--- src/muldiv_pkg.sv ---
package muldiv_pkg;

//////////////////////////////////////////////////
// widths
//////////////////////////////////////////////////

    localparam int XLEN      = 32;                    // data path width
    localparam int DIV_STEPS = XLEN;                  // one quotient bit per step
    localparam int DIV_CNT_W = $clog2(DIV_STEPS);     // step counter width

//////////////////////////////////////////////////
// operation codes
//////////////////////////////////////////////////

    typedef enum logic [3:0] {
        OP_NONE   = 4'd0,                             // no operation presented
        OP_MUL    = 4'd1,                             // low half, sign agnostic
        OP_MULH   = 4'd2,                             // high half, signed x signed
        OP_MULHSU = 4'd3,                             // high half, signed x unsigned
        OP_MULHU  = 4'd4,                             // high half, unsigned x unsigned
        OP_DIV    = 4'd5,
        OP_DIVU   = 4'd6,
        OP_REM    = 4'd7,
        OP_REMU   = 4'd8
    } muldiv_op_e;

//////////////////////////////////////////////////
// divider FSM
//////////////////////////////////////////////////

    typedef enum logic [1:0] {
        D_IDLE = 2'd0,                                // waiting, special cases settle here
        D_CALC = 2'd1,                                // shift-subtract iterations
        D_FIX  = 2'd2                                 // apply result signs
    } div_state_e;

endpackage
--- src/muldiv_top.sv ---
module muldiv_top
    import muldiv_pkg::*;
(
    input  logic            clk,
    input  logic            reset,

    input  muldiv_op_e      op_i,
    input  logic [XLEN-1:0] operand_a_i,
    input  logic [XLEN-1:0] operand_b_i,

    output logic            hold_o,
    output logic [XLEN-1:0] result_o
);

    logic              mul_start;
    logic              div_start;
    logic              a_signed;
    logic              b_signed;
    logic              mul_busy;
    logic              div_busy;
    logic [2*XLEN-1:0] product;
    logic [XLEN-1:0]   quotient;
    logic [XLEN-1:0]   remainder;

    muldiv_issue u_issue (
        .clk         (clk),
        .reset       (reset),
        .op_i        (op_i),
        .mul_busy_i  (mul_busy),
        .div_busy_i  (div_busy),
        .mul_start_o (mul_start),
        .div_start_o (div_start),
        .a_signed_o  (a_signed),
        .b_signed_o  (b_signed),
        .hold_o      (hold_o)
    );

    mul_unit u_mul (
        .clk         (clk),
        .reset       (reset),
        .start_i     (mul_start),
        .a_signed_i  (a_signed),
        .b_signed_i  (b_signed),
        .operand_a_i (operand_a_i),
        .operand_b_i (operand_b_i),
        .busy_o      (mul_busy),
        .product_o   (product)
    );

    div_unit u_div (
        .clk         (clk),
        .reset       (reset),
        .start_i     (div_start),
        .signed_i    (a_signed),                      // DIV and REM treat both as signed
        .operand_a_i (operand_a_i),
        .operand_b_i (operand_b_i),
        .busy_o      (div_busy),
        .quotient_o  (quotient),
        .remainder_o (remainder)
    );

    muldiv_result u_result (
        .op_i        (op_i),
        .product_i   (product),
        .quotient_i  (quotient),
        .remainder_i (remainder),
        .result_o    (result_o)
    );

endmodule

--- src/muldiv_result.sv ---
module muldiv_result
    import muldiv_pkg::*;
(
    input  muldiv_op_e        op_i,
    input  logic [2*XLEN-1:0] product_i,
    input  logic [XLEN-1:0]   quotient_i,
    input  logic [XLEN-1:0]   remainder_i,

    output logic [XLEN-1:0]   result_o
);

    logic [XLEN-1:0] prod_lo;
    logic [XLEN-1:0] prod_hi;

    assign prod_lo = product_i[XLEN-1:0];
    assign prod_hi = product_i[2*XLEN-1:XLEN];

    always_comb begin
        case (op_i)
            OP_MUL: begin
                result_o = prod_lo;
            end
            OP_MULH, OP_MULHSU, OP_MULHU: begin
                result_o = prod_hi;                   // signedness already in the product
            end
            OP_DIV, OP_DIVU: begin
                result_o = quotient_i;
            end
            OP_REM, OP_REMU: begin
                result_o = remainder_i;
            end
            default: begin
                result_o = '0;                        // idle output reads zero
            end
        endcase
    end

endmodule

--- src/div_unit.sv ---
module div_unit
    import muldiv_pkg::*;
(
    input  logic            clk,
    input  logic            reset,

    input  logic            start_i,
    input  logic            signed_i,
    input  logic [XLEN-1:0] operand_a_i,
    input  logic [XLEN-1:0] operand_b_i,

    output logic            busy_o,
    output logic [XLEN-1:0] quotient_o,
    output logic [XLEN-1:0] remainder_o
);

    div_state_e           state_q;
    logic [DIV_CNT_W-1:0] step_q;

    logic [XLEN-1:0]      quo_q;                      // dividend shifts out, quotient in
    logic [XLEN-1:0]      rem_q;                      // partial remainder
    logic [XLEN-1:0]      divisor_q;                  // divisor magnitude
    logic                 quo_neg_q;
    logic                 rem_neg_q;

    logic                 a_neg;
    logic                 b_neg;
    logic [XLEN-1:0]      a_mag;
    logic [XLEN-1:0]      b_mag;
    logic                 div_zero;
    logic                 overflow;
    logic [XLEN:0]        rem_shift;
    logic [XLEN:0]        rem_diff;

//////////////////////////////////////////////////
// operand preparation
//////////////////////////////////////////////////

    assign a_neg = signed_i & operand_a_i[XLEN-1];
    assign b_neg = signed_i & operand_b_i[XLEN-1];
    assign a_mag = a_neg ? -operand_a_i : operand_a_i;  // most negative maps to itself
    assign b_mag = b_neg ? -operand_b_i : operand_b_i;

    assign div_zero = (operand_b_i == '0);
    assign overflow = signed_i
                   && (operand_a_i == {1'b1, {(XLEN-1){1'b0}}})
                   && (operand_b_i == '1);

//////////////////////////////////////////////////
// one restoring step
//////////////////////////////////////////////////

    // partial remainder stays below the divisor, so 33 bits cover the trial
    assign rem_shift = {rem_q, quo_q[XLEN-1]};
    assign rem_diff  = rem_shift - {1'b0, divisor_q};  // msb set means no subtract

//////////////////////////////////////////////////
// control
//////////////////////////////////////////////////

    always_ff @(posedge clk) begin
        if (reset) begin
            state_q <= D_IDLE;
            step_q  <= '0;
        end
        else begin
            case (state_q)
                D_IDLE: begin
                    if (start_i && !div_zero && !overflow) begin
                        state_q <= D_CALC;
                        step_q  <= '0;
                    end
                end
                D_CALC: begin
                    step_q <= step_q + 1'b1;
                    if (step_q == DIV_CNT_W'(DIV_STEPS - 1)) begin
                        state_q <= D_FIX;
                    end
                end
                D_FIX: begin
                    state_q <= D_IDLE;
                end
                default: begin
                    state_q <= D_IDLE;
                end
            endcase
        end
    end

//////////////////////////////////////////////////
// data path
//////////////////////////////////////////////////

    always_ff @(posedge clk) begin
        case (state_q)
            D_IDLE: begin
                if (start_i) begin
                    if (div_zero) begin
                        quo_q <= '1;                  // all ones quotient
                        rem_q <= operand_a_i;
                    end
                    else if (overflow) begin
                        quo_q <= operand_a_i;
                        rem_q <= '0;
                    end
                    else begin
                        quo_q     <= a_mag;
                        rem_q     <= '0;
                        divisor_q <= b_mag;
                        quo_neg_q <= a_neg ^ b_neg;
                        rem_neg_q <= a_neg;           // remainder follows the dividend
                    end
                end
            end
            D_CALC: begin
                rem_q <= rem_diff[XLEN] ? rem_shift[XLEN-1:0] : rem_diff[XLEN-1:0];
                quo_q <= {quo_q[XLEN-2:0], ~rem_diff[XLEN]};
            end
            D_FIX: begin
                quo_q <= quo_neg_q ? -quo_q : quo_q;
                rem_q <= rem_neg_q ? -rem_q : rem_q;
            end
            default: begin
                quo_q <= quo_q;
            end
        endcase
    end

    assign busy_o      = (state_q != D_IDLE);
    assign quotient_o  = quo_q;
    assign remainder_o = rem_q;

endmodule

--- src/mul_unit.sv ---
module mul_unit
    import muldiv_pkg::*;
(
    input  logic              clk,
    input  logic              reset,

    input  logic              start_i,
    input  logic              a_signed_i,
    input  logic              b_signed_i,
    input  logic [XLEN-1:0]   operand_a_i,
    input  logic [XLEN-1:0]   operand_b_i,

    output logic              busy_o,
    output logic [2*XLEN-1:0] product_o
);

    logic                     stage_q;                // high in the cycle after start
    logic signed [XLEN:0]     a_ext_q;                // 33 bit extended operands
    logic signed [XLEN:0]     b_ext_q;
    logic signed [2*XLEN+1:0] full_product;
    logic [2*XLEN-1:0]        product_q;

    // both operands signed here, so one multiplier serves every variant
    assign full_product = a_ext_q * b_ext_q;

    always_ff @(posedge clk) begin
        if (reset) begin
            stage_q <= 1'b0;
        end
        else begin
            stage_q <= start_i;
        end
    end

    always_ff @(posedge clk) begin
        if (start_i) begin
            a_ext_q <= {a_signed_i & operand_a_i[XLEN-1], operand_a_i};
            b_ext_q <= {b_signed_i & operand_b_i[XLEN-1], operand_b_i};
        end
        if (stage_q) begin
            product_q <= full_product[2*XLEN-1:0];    // upper two bits are sign only
        end
    end

    assign busy_o    = stage_q;
    assign product_o = product_q;

endmodule

--- src/muldiv_issue.sv ---
module muldiv_issue
    import muldiv_pkg::*;
(
    input  logic       clk,
    input  logic       reset,

    input  muldiv_op_e op_i,
    input  logic       mul_busy_i,
    input  logic       div_busy_i,

    output logic       mul_start_o,
    output logic       div_start_o,
    output logic       a_signed_o,
    output logic       b_signed_o,
    output logic       hold_o
);

    muldiv_op_e last_op_q;                            // op seen in the previous cycle
    logic       served_q;                             // presented op already started

    logic       is_mul;
    logic       is_div;
    logic       unit_busy;
    logic       fresh;
    logic       issue;

//////////////////////////////////////////////////
// operation class and signedness
//////////////////////////////////////////////////

    assign is_mul = op_i inside {OP_MUL, OP_MULH, OP_MULHSU, OP_MULHU};
    assign is_div = op_i inside {OP_DIV, OP_DIVU, OP_REM, OP_REMU};

    assign a_signed_o = op_i inside {OP_MULH, OP_MULHSU, OP_DIV, OP_REM};
    assign b_signed_o = op_i inside {OP_MULH, OP_DIV, OP_REM};  // MULHSU keeps b unsigned

//////////////////////////////////////////////////
// start generation
//////////////////////////////////////////////////

    assign unit_busy = mul_busy_i | div_busy_i;

    // a new op is one that differs from last cycle, or one not yet started
    assign fresh = !served_q || (op_i != last_op_q);

    assign issue = (is_mul | is_div) && fresh && !unit_busy;

    assign mul_start_o = issue & is_mul;              // single cycle pulse
    assign div_start_o = issue & is_div;              // single cycle pulse

    assign hold_o = mul_start_o | div_start_o | unit_busy;

//////////////////////////////////////////////////
// served tracking
//////////////////////////////////////////////////

    always_ff @(posedge clk) begin
        if (reset) begin
            last_op_q <= OP_NONE;
            served_q  <= 1'b0;
        end
        else begin
            last_op_q <= op_i;
            // stays set while the same op is held, drops on OP_NONE or a change
            served_q  <= issue
                       | (served_q & (op_i == last_op_q) & (op_i != OP_NONE));
        end
    end

endmodule

--- config.mk ---
export PLATFORM = sky130hd
export DESIGN_NAME = muldiv_top
export DESIGN_NICKNAME = d
export VERILOG_FILES = /design/src/muldiv_pkg.sv /design/src/muldiv_top.sv /design/src/muldiv_result.sv /design/src/div_unit.sv /design/src/mul_unit.sv /design/src/muldiv_issue.sv
export SDC_FILE = /design/constraint.sdc
export NUM_CORES = 2
export LEC_CHECK = 0
export BUFFER_PORTS_ARGS = -buffer_cell sky130_fd_sc_hd__clkbuf_2
export CAP_MARGIN = 40
export CORE_UTILIZATION = 60
export DETAILED_ROUTE_END_ITERATION = 8
export PLACE_DENSITY_LB_ADDON = 0.15
export SLEW_MARGIN = 20
export SYNTH_ARGS = -nofsm -noshare
export SYNTH_HDL_FRONTEND = slang
export SYNTH_SLANG_ARGS = --single-unit
--- constraint.sdc ---
create_clock -name clk -period 9.4 [get_ports clk]
set_clock_uncertainty 0.1 [all_clocks]
set_input_delay 0.94 -clock clk [delete_from_list [all_inputs] [get_ports clk]]
set_output_delay 0.94 -clock clk [all_outputs]
set_load 0.05 [all_outputs]
After elaboration in Yosys (flattened, before gate mapping)
Index checks and enable logic that the tools add are counted. Widths: inputs -> output; s select.

Latch bits: 0. Input bits: 70. Memories kept: 0. RAM bits: 0. Bits in read-only memories: 0. Register bits after elaboration: 241.

$mul: 1. Multiplexer cells: 18. Div/mod/pow operators: 0. Add/sub/neg operators: 6. Equality and inequality tests: 20. $lt $le $gt $ge: 0. Shifts and indexed selects: 0. Reductions and logical operators: 29. Bitwise operators: 16.

Operators by type and width (number): $mux 32 (10); $pmux 32 s3 (2); $neg 32->32 (4); $pmux 32 s4 (1); $eq 32x32->1 const B (2); $mul 33x33->64 (1); $sub 33x32->33 (1); $logic_not 32->1 (1); $eq 4x3->1 const B (4); $reduce_bool 4->1 (4); $ne 2x1->1 const B (5); $pmux 5 s2 (1); $eq 4x2->1 const B (2); $and 1x1->1 (7); $logic_and 1x1->1 (6); $reduce_and 3->1 (2); $reduce_bool 3->1 (2); $add 5x1->5 const B (1); $eq 5x5->1 const B (1); $mux 5 (1); $or 1x1->1 (5); $eq 4x1->1 const B (1); $eq 4x4->1 (1); $eq 4x4->1 const B (1); 15 further kinds (24).

Logic depth before layout (Yosys ltp)
Depth after elaboration: 10. Depth in mapped cells: 29. Gate-level depth less buffers: 27.

Cells and area by module
From an unflattened synthesis, not the netlist that was laid out.

Cells, all modules: 5578. Area, all modules: 53495.1 µm².

By module, submodules not included: mul_unit (area each 42114.1 µm², cells an instance 4255, sequential area each 3923.8 µm², times used 1); div_unit (area each 9131.3 µm², cells an instance 1049, sequential area each 3083.0 µm², times used 1); muldiv_result (area each 1909.3 µm², cells an instance 236, sequential area each 0.0 µm², times used 1); muldiv_issue (area each 340.3 µm², cells an instance 38, sequential area each 100.1 µm², times used 1).

Least setup slack after synthesis
Ideal clock, no wire load.

Path type: register to register. Start: register u_mul.b_ext_q[0]. End: register u_mul.product_q[63] (netlist: u_mul.product_o[63]) (data pin). Data required time: 9.034 ns. Clock period less this slack: 8.037 ns. Arrival time: 7.671 ns. Path buffers: 1. Stages on the path, launching flop included: 26. Setup slack: 1.363 ns. Path through: edfxtp_1 -> clkbuf_1 -> nand2_1 -> inv_1 -> fa_1 -> fa_1 -> fa_1 -> inv_1 -> fa_1 -> inv_1 -> fa_1 -> fa_1 -> fa_1 -> inv_1 -> fa_1 -> inv_1 -> ha_1 -> a21oi_1 -> o21ai_0 -> a21o_1 -> a21o_1 -> a21o_1 -> a21oi_1 -> o21ai_0 -> o41ai_1 -> xnor2_1.

Longest elaborated chain between the ends: 1.

RTL lines: start, declared (RTL line mul_unit.sv:19) `logic signed [XLEN:0] b_ext_q;`; start signal, assigned (RTL line mul_unit.sv:38) `b_ext_q <= {b_signed_i & operand_b_i[XLEN-1], operand_b_i};`; $mul 33x33->64 (RTL line mul_unit.sv:24) `assign full_product = a_ext_q * b_ext_q;`; net u_mul.full_product[63] (RTL line mul_unit.sv:20) `logic signed [2*XLEN+1:0] full_product;`; end signal, assigned (RTL line mul_unit.sv:41) `product_q <= full_product[2*XLEN-1:0];`; end, declared (RTL line mul_unit.sv:21) `logic [2*XLEN-1:0] product_q;`.

The timed path passes the listed nets, and every way through them passes these cells. A chain may end at the register's enable or synchronous reset.

Final worst setup path
Start: register u_mul.a_ext_q[10]. End: register u_mul.product_q[63] (netlist: u_mul.product_o[63]) (data pin).

Longest elaborated chain between the ends: 1.

RTL lines: start, declared (RTL line mul_unit.sv:18) `logic signed [XLEN:0] a_ext_q;`; start signal, assigned (RTL line mul_unit.sv:37) `a_ext_q <= {a_signed_i & operand_a_i[XLEN-1], operand_a_i};`; $mul 33x33->64 (RTL line mul_unit.sv:24); net u_mul.full_product[63] (RTL line mul_unit.sv:20).

The timed path passes the listed nets, and every way through them passes these cells.

==> flow_metrics.tcl <==
set metrics [dict create \
    status "finished, final reports clean" \
    hp-class "flip-flop to flip-flop" \
    clk_pin_slew_ns 0.06 \
    antenna_found_initial 4 \
    synth-adder-area-share_pct 49.52 \
    cts_resized 0 \
    synth_mux_area_share_pct 0.2697 \
    clockRootBuffer "clkbuf_16" \
    cts_hold_buf 0 \
    hold_viol 0 \
    insertion_delay_ns 0.64 \
    yosys.area.top_type "fa_1" \
    ys_top_cells_by_area "fa_1 (43%), edfxtp_1 (13%), inv_1 (8.1%)" \
    critPathMaxFanout 13 \
    die_h_um 296.3 \
    crit_chain "nand2_1 > fa_1 > fa_1 > inv_1 > fa_1 > inv_1 > fa_1 > inv_1 > fa_1 > fa_1 > fa_1 > inv_1 > fa_1 > inv_1 > ha_1 > a21oi_1 > nand3_1 > or4_1 > o21ai_0 > o31ai_1 > a31oi_1 > o221ai_1 > o41ai_1 > xnor2_1" \
    finalMaxSlewViolations 0 \
    cp_num_buf_inv 5 \
    arrival_ns 9.25 \
    setup_tns_ns 0 \
    cts-htree-levels 1 \
    fmax_ghz 0.1106 \
    synthesis.nets 6897 \
    cp.required_ns 9.60 \
    maxCapViolCount 0 \
    dieArea_um2 87780 \
    grt_pass1_wl_mm 235.3 \
    areaGrowthSynthToFinish_pct 6.422 \
    grt_overflow_total 0 \
    core_um2 85410 \
    synth_edf_count 228 \
    tightestPinTransition_ns 0.9212 \
    synth_seq_area_share_pct 13.68 \
    cts_made_buffers 30 \
    cp.depth 24 \
    synth_top_family_by_area "adder cells" \
    synth-xor-area-share_pct 3.590 \
    setup_viol 0 \
    synthDistinctLibCells 70 \
    post_cts_buffers 0 \
    dpl.hpwl_mm 123.0 \
    post_drt_wl_per_cell_um 22.23 \
    synthCells 5446 \
    yosys.area_share.simple_pct 16.23 \
    grt_start_max_net_pins 66 \
    drt-initial-drc-count 3522 \
    chipWidth_um 296.3 \
    hold_depth 2 \
    syn_avg_cell_area_um2 9.541 \
    vias_per_cell 5.780 \
    synth_top_area_share_pct 43.38 \
    final_antenna_net_count 0 \
    cts_tree "yes" \
    critPathTopFamily "adder cells" \
    rows 107 \
    path_common_cell "fa_1" \
    vias 38260 \
    synthArstFlopShare_pct 0 \
    first_global_vias 40110 \
    synth_compound_area_share_pct 6.605 \
    ys_warn_count 0 \
    period_minus_slack_ns 9.043 \
    place.port_buffers 102 \
    yosys.cell_count.top_type "fa_1" \
    cpPeakStageDelay_ns 0.84 \
    drt_first_pass_iters 8 \
    slowest_stage "edfxtp_1" \
    ys_ff_latch 241 \
    synth_flop_cell "edfxtp_1" \
    nNetsFinal 6900 \
    ys_top_cells_by_count "fa_1 (1,126), inv_1 (1,116), nand2_1 (744)" \
    clock_path_buffers 3 \
    drcViolationCount 0 \
    io-pin-count 103 \
    endpoint_kind "flip-flop" \
    period_share_pct 96.21 \
    setup.worst_path.class "flip-flop to flip-flop" \
    synth_area_um2 51960 \
    rsz0062_at_grt "false" \
    gp_congestion 0.9587 \
    wl_mm 147.1 \
    worst-r2r-cell-count 24 \
    clock-sinks 241 \
    cp-start-kind "flip-flop" \
    grt_usage_pct 35.46 \
    slew-limit-headroom_pct 38.59 \
    start_util_pct 60.83 \
    drive_gt1_share_pct 6.066 \
]
## per-layer routing
layer  GRT usage [%]  part of all wire (%)  up-vias
met2           54.62                    45     1705
li1                -                     -    16670
met1           50.82                    42    19650
met3           7.967                   9.8      238
met4           9.580                   3.1        0
met5               0                     0        -
## area by class of cell
class | instances | area, um2
fill | 7203 | 30120
inverter | 1116 | 4189
clock buffer | 32 | 768.2
tap | 1144 | 1431
multi-input combinational | 3810 | 39640
sequential | 241 | 7108
clock inverter | 24 | 297.8
antenna | 2 | 5.005
timing repair buffer | 250 | 1862
## stage by stage
stage | cell area [um2] | worst slack (ns) | instances | utilization, % | hold slack, ns
after floorplan | 51960 | 1.363 | 5446 | - | 0.3525
after global placement | 53930 | 0.3875 | 6544 | 63.14 | 0.3671
after detailed placement | 54120 | 0.3908 | 6554 | 63.36 | 0.3765
after CTS | 55190 | 0.3129 | 6610 | 64.61 | 0.3860
after global routing | 55290 | 0.001666 | 6617 | 64.74 | 0.4107
final | 55300 | 0.3566 | 6619 | 64.74 | 0.3869
## state kept, by name (all words and copies together), names as in the netlist
signal	flops
u_mul.b_ext_q	33
u_mul.product_o	64
u_issue.last_op_q	4
u_div.remainder_o	32
u_mul.busy_o	1
u_issue.served_q	1
u_div.divisor_q	32
u_mul.a_ext_q	33
u_div.rem_neg_q	1
u_div.step_q	5
u_div.state_q	2
u_div.quotient_o	32
u_div.quo_neg_q	1
## path summary, 6_finish.rpt
| path | from | to | slack (ns) |
|---|---|---|---|
| worst min register to register | u_div.step_q[0] | u_div.step_q[0] | 0.39 |
| worst max-delay path | u_mul.a_ext_q[10] | u_mul.product_o[63] | 0.36 |
| worst max register to register | u_mul.a_ext_q[10] | u_mul.product_o[63] | 0.36 |
| worst min-delay path | u_div.step_q[0] | u_div.step_q[0] | 0.39 |
## worst register-to-register path, stage by stage (launching register included)
cell and delay (ns):
edfxtp_1 0.84, nand2_1 0.21, fa_1 0.54, fa_1 0.54
inv_1 0.05, fa_1 0.50, inv_1 0.05, fa_1 0.55
inv_1 0.06, fa_1 0.55, fa_1 0.46, fa_1 0.49
inv_1 0.05, fa_1 0.54, inv_1 0.06, ha_1 0.38
a21oi_1 0.34, nand3_1 0.12, or4_1 0.49, o21ai_0 0.35
o31ai_1 0.22, a31oi_1 0.40, o221ai_1 0.30, o41ai_1 0.38
xnor2_1 0.12
## logic make-up (layout without fill, tap and decap cells)
logic type / count (synthesis) / count (layout)
flops: 241 / 241
compound gates: 514 / 514
xor+xnor: 213 / 213
fa+ha+maj: 1381 / 1381
mux: 14 / 14
simple gates: 1688 / 1688
buf+inv: 1395 / 1422
other cells: 0 / 2
## placed cells by master, fill, tap and decap left out, types with 10 or more instances in the layout
master / synthesis / final
inv_1: 1116 / 1116
o21a_1: 18 / 16
nor3_1: 48 / 47
and2_1: 555 / 555
a21o_1: 48 / 48
xor2_1: 83 / 83
buf_4: 0 / 126
a211oi_1: 16 / 16
nor2b_1: 44 / 44
a32oi_1: 36 / 36
clkbuf_2: 0 / 102
xnor2_1: 130 / 130
edfxtp_1: 228 / 228
nor2_1: 97 / 95
a31oi_1: 13 / 13
a22oi_1: 25 / 25
o21bai_1: 16 / 16
nand2_1: 744 / 744
and3_1: 13 / 13
nand3_1: 31 / 31
or4_1: 11 / 11
nand2b_1: 32 / 32
o21ai_1: 13 / 12
a21oi_1: 125 / 124
o21ai_0: 107 / 107
o31ai_1: 13 / 13
a222oi_1: 32 / 32
or2_2: 10 / 10
ha_1: 255 / 255
nor4_1: 29 / 28
clkbuf_16: 0 / 30
nand4_1: 26 / 26
fa_1: 1126 / 1126
mux2i_1: 14 / 14
or3_1: 28 / 28
dfxtp_1: 13 / 12
Power is left out: the tool's default activity adds up to more than one toggle a clock period on the data nets, which glitch-free logic cannot reach.
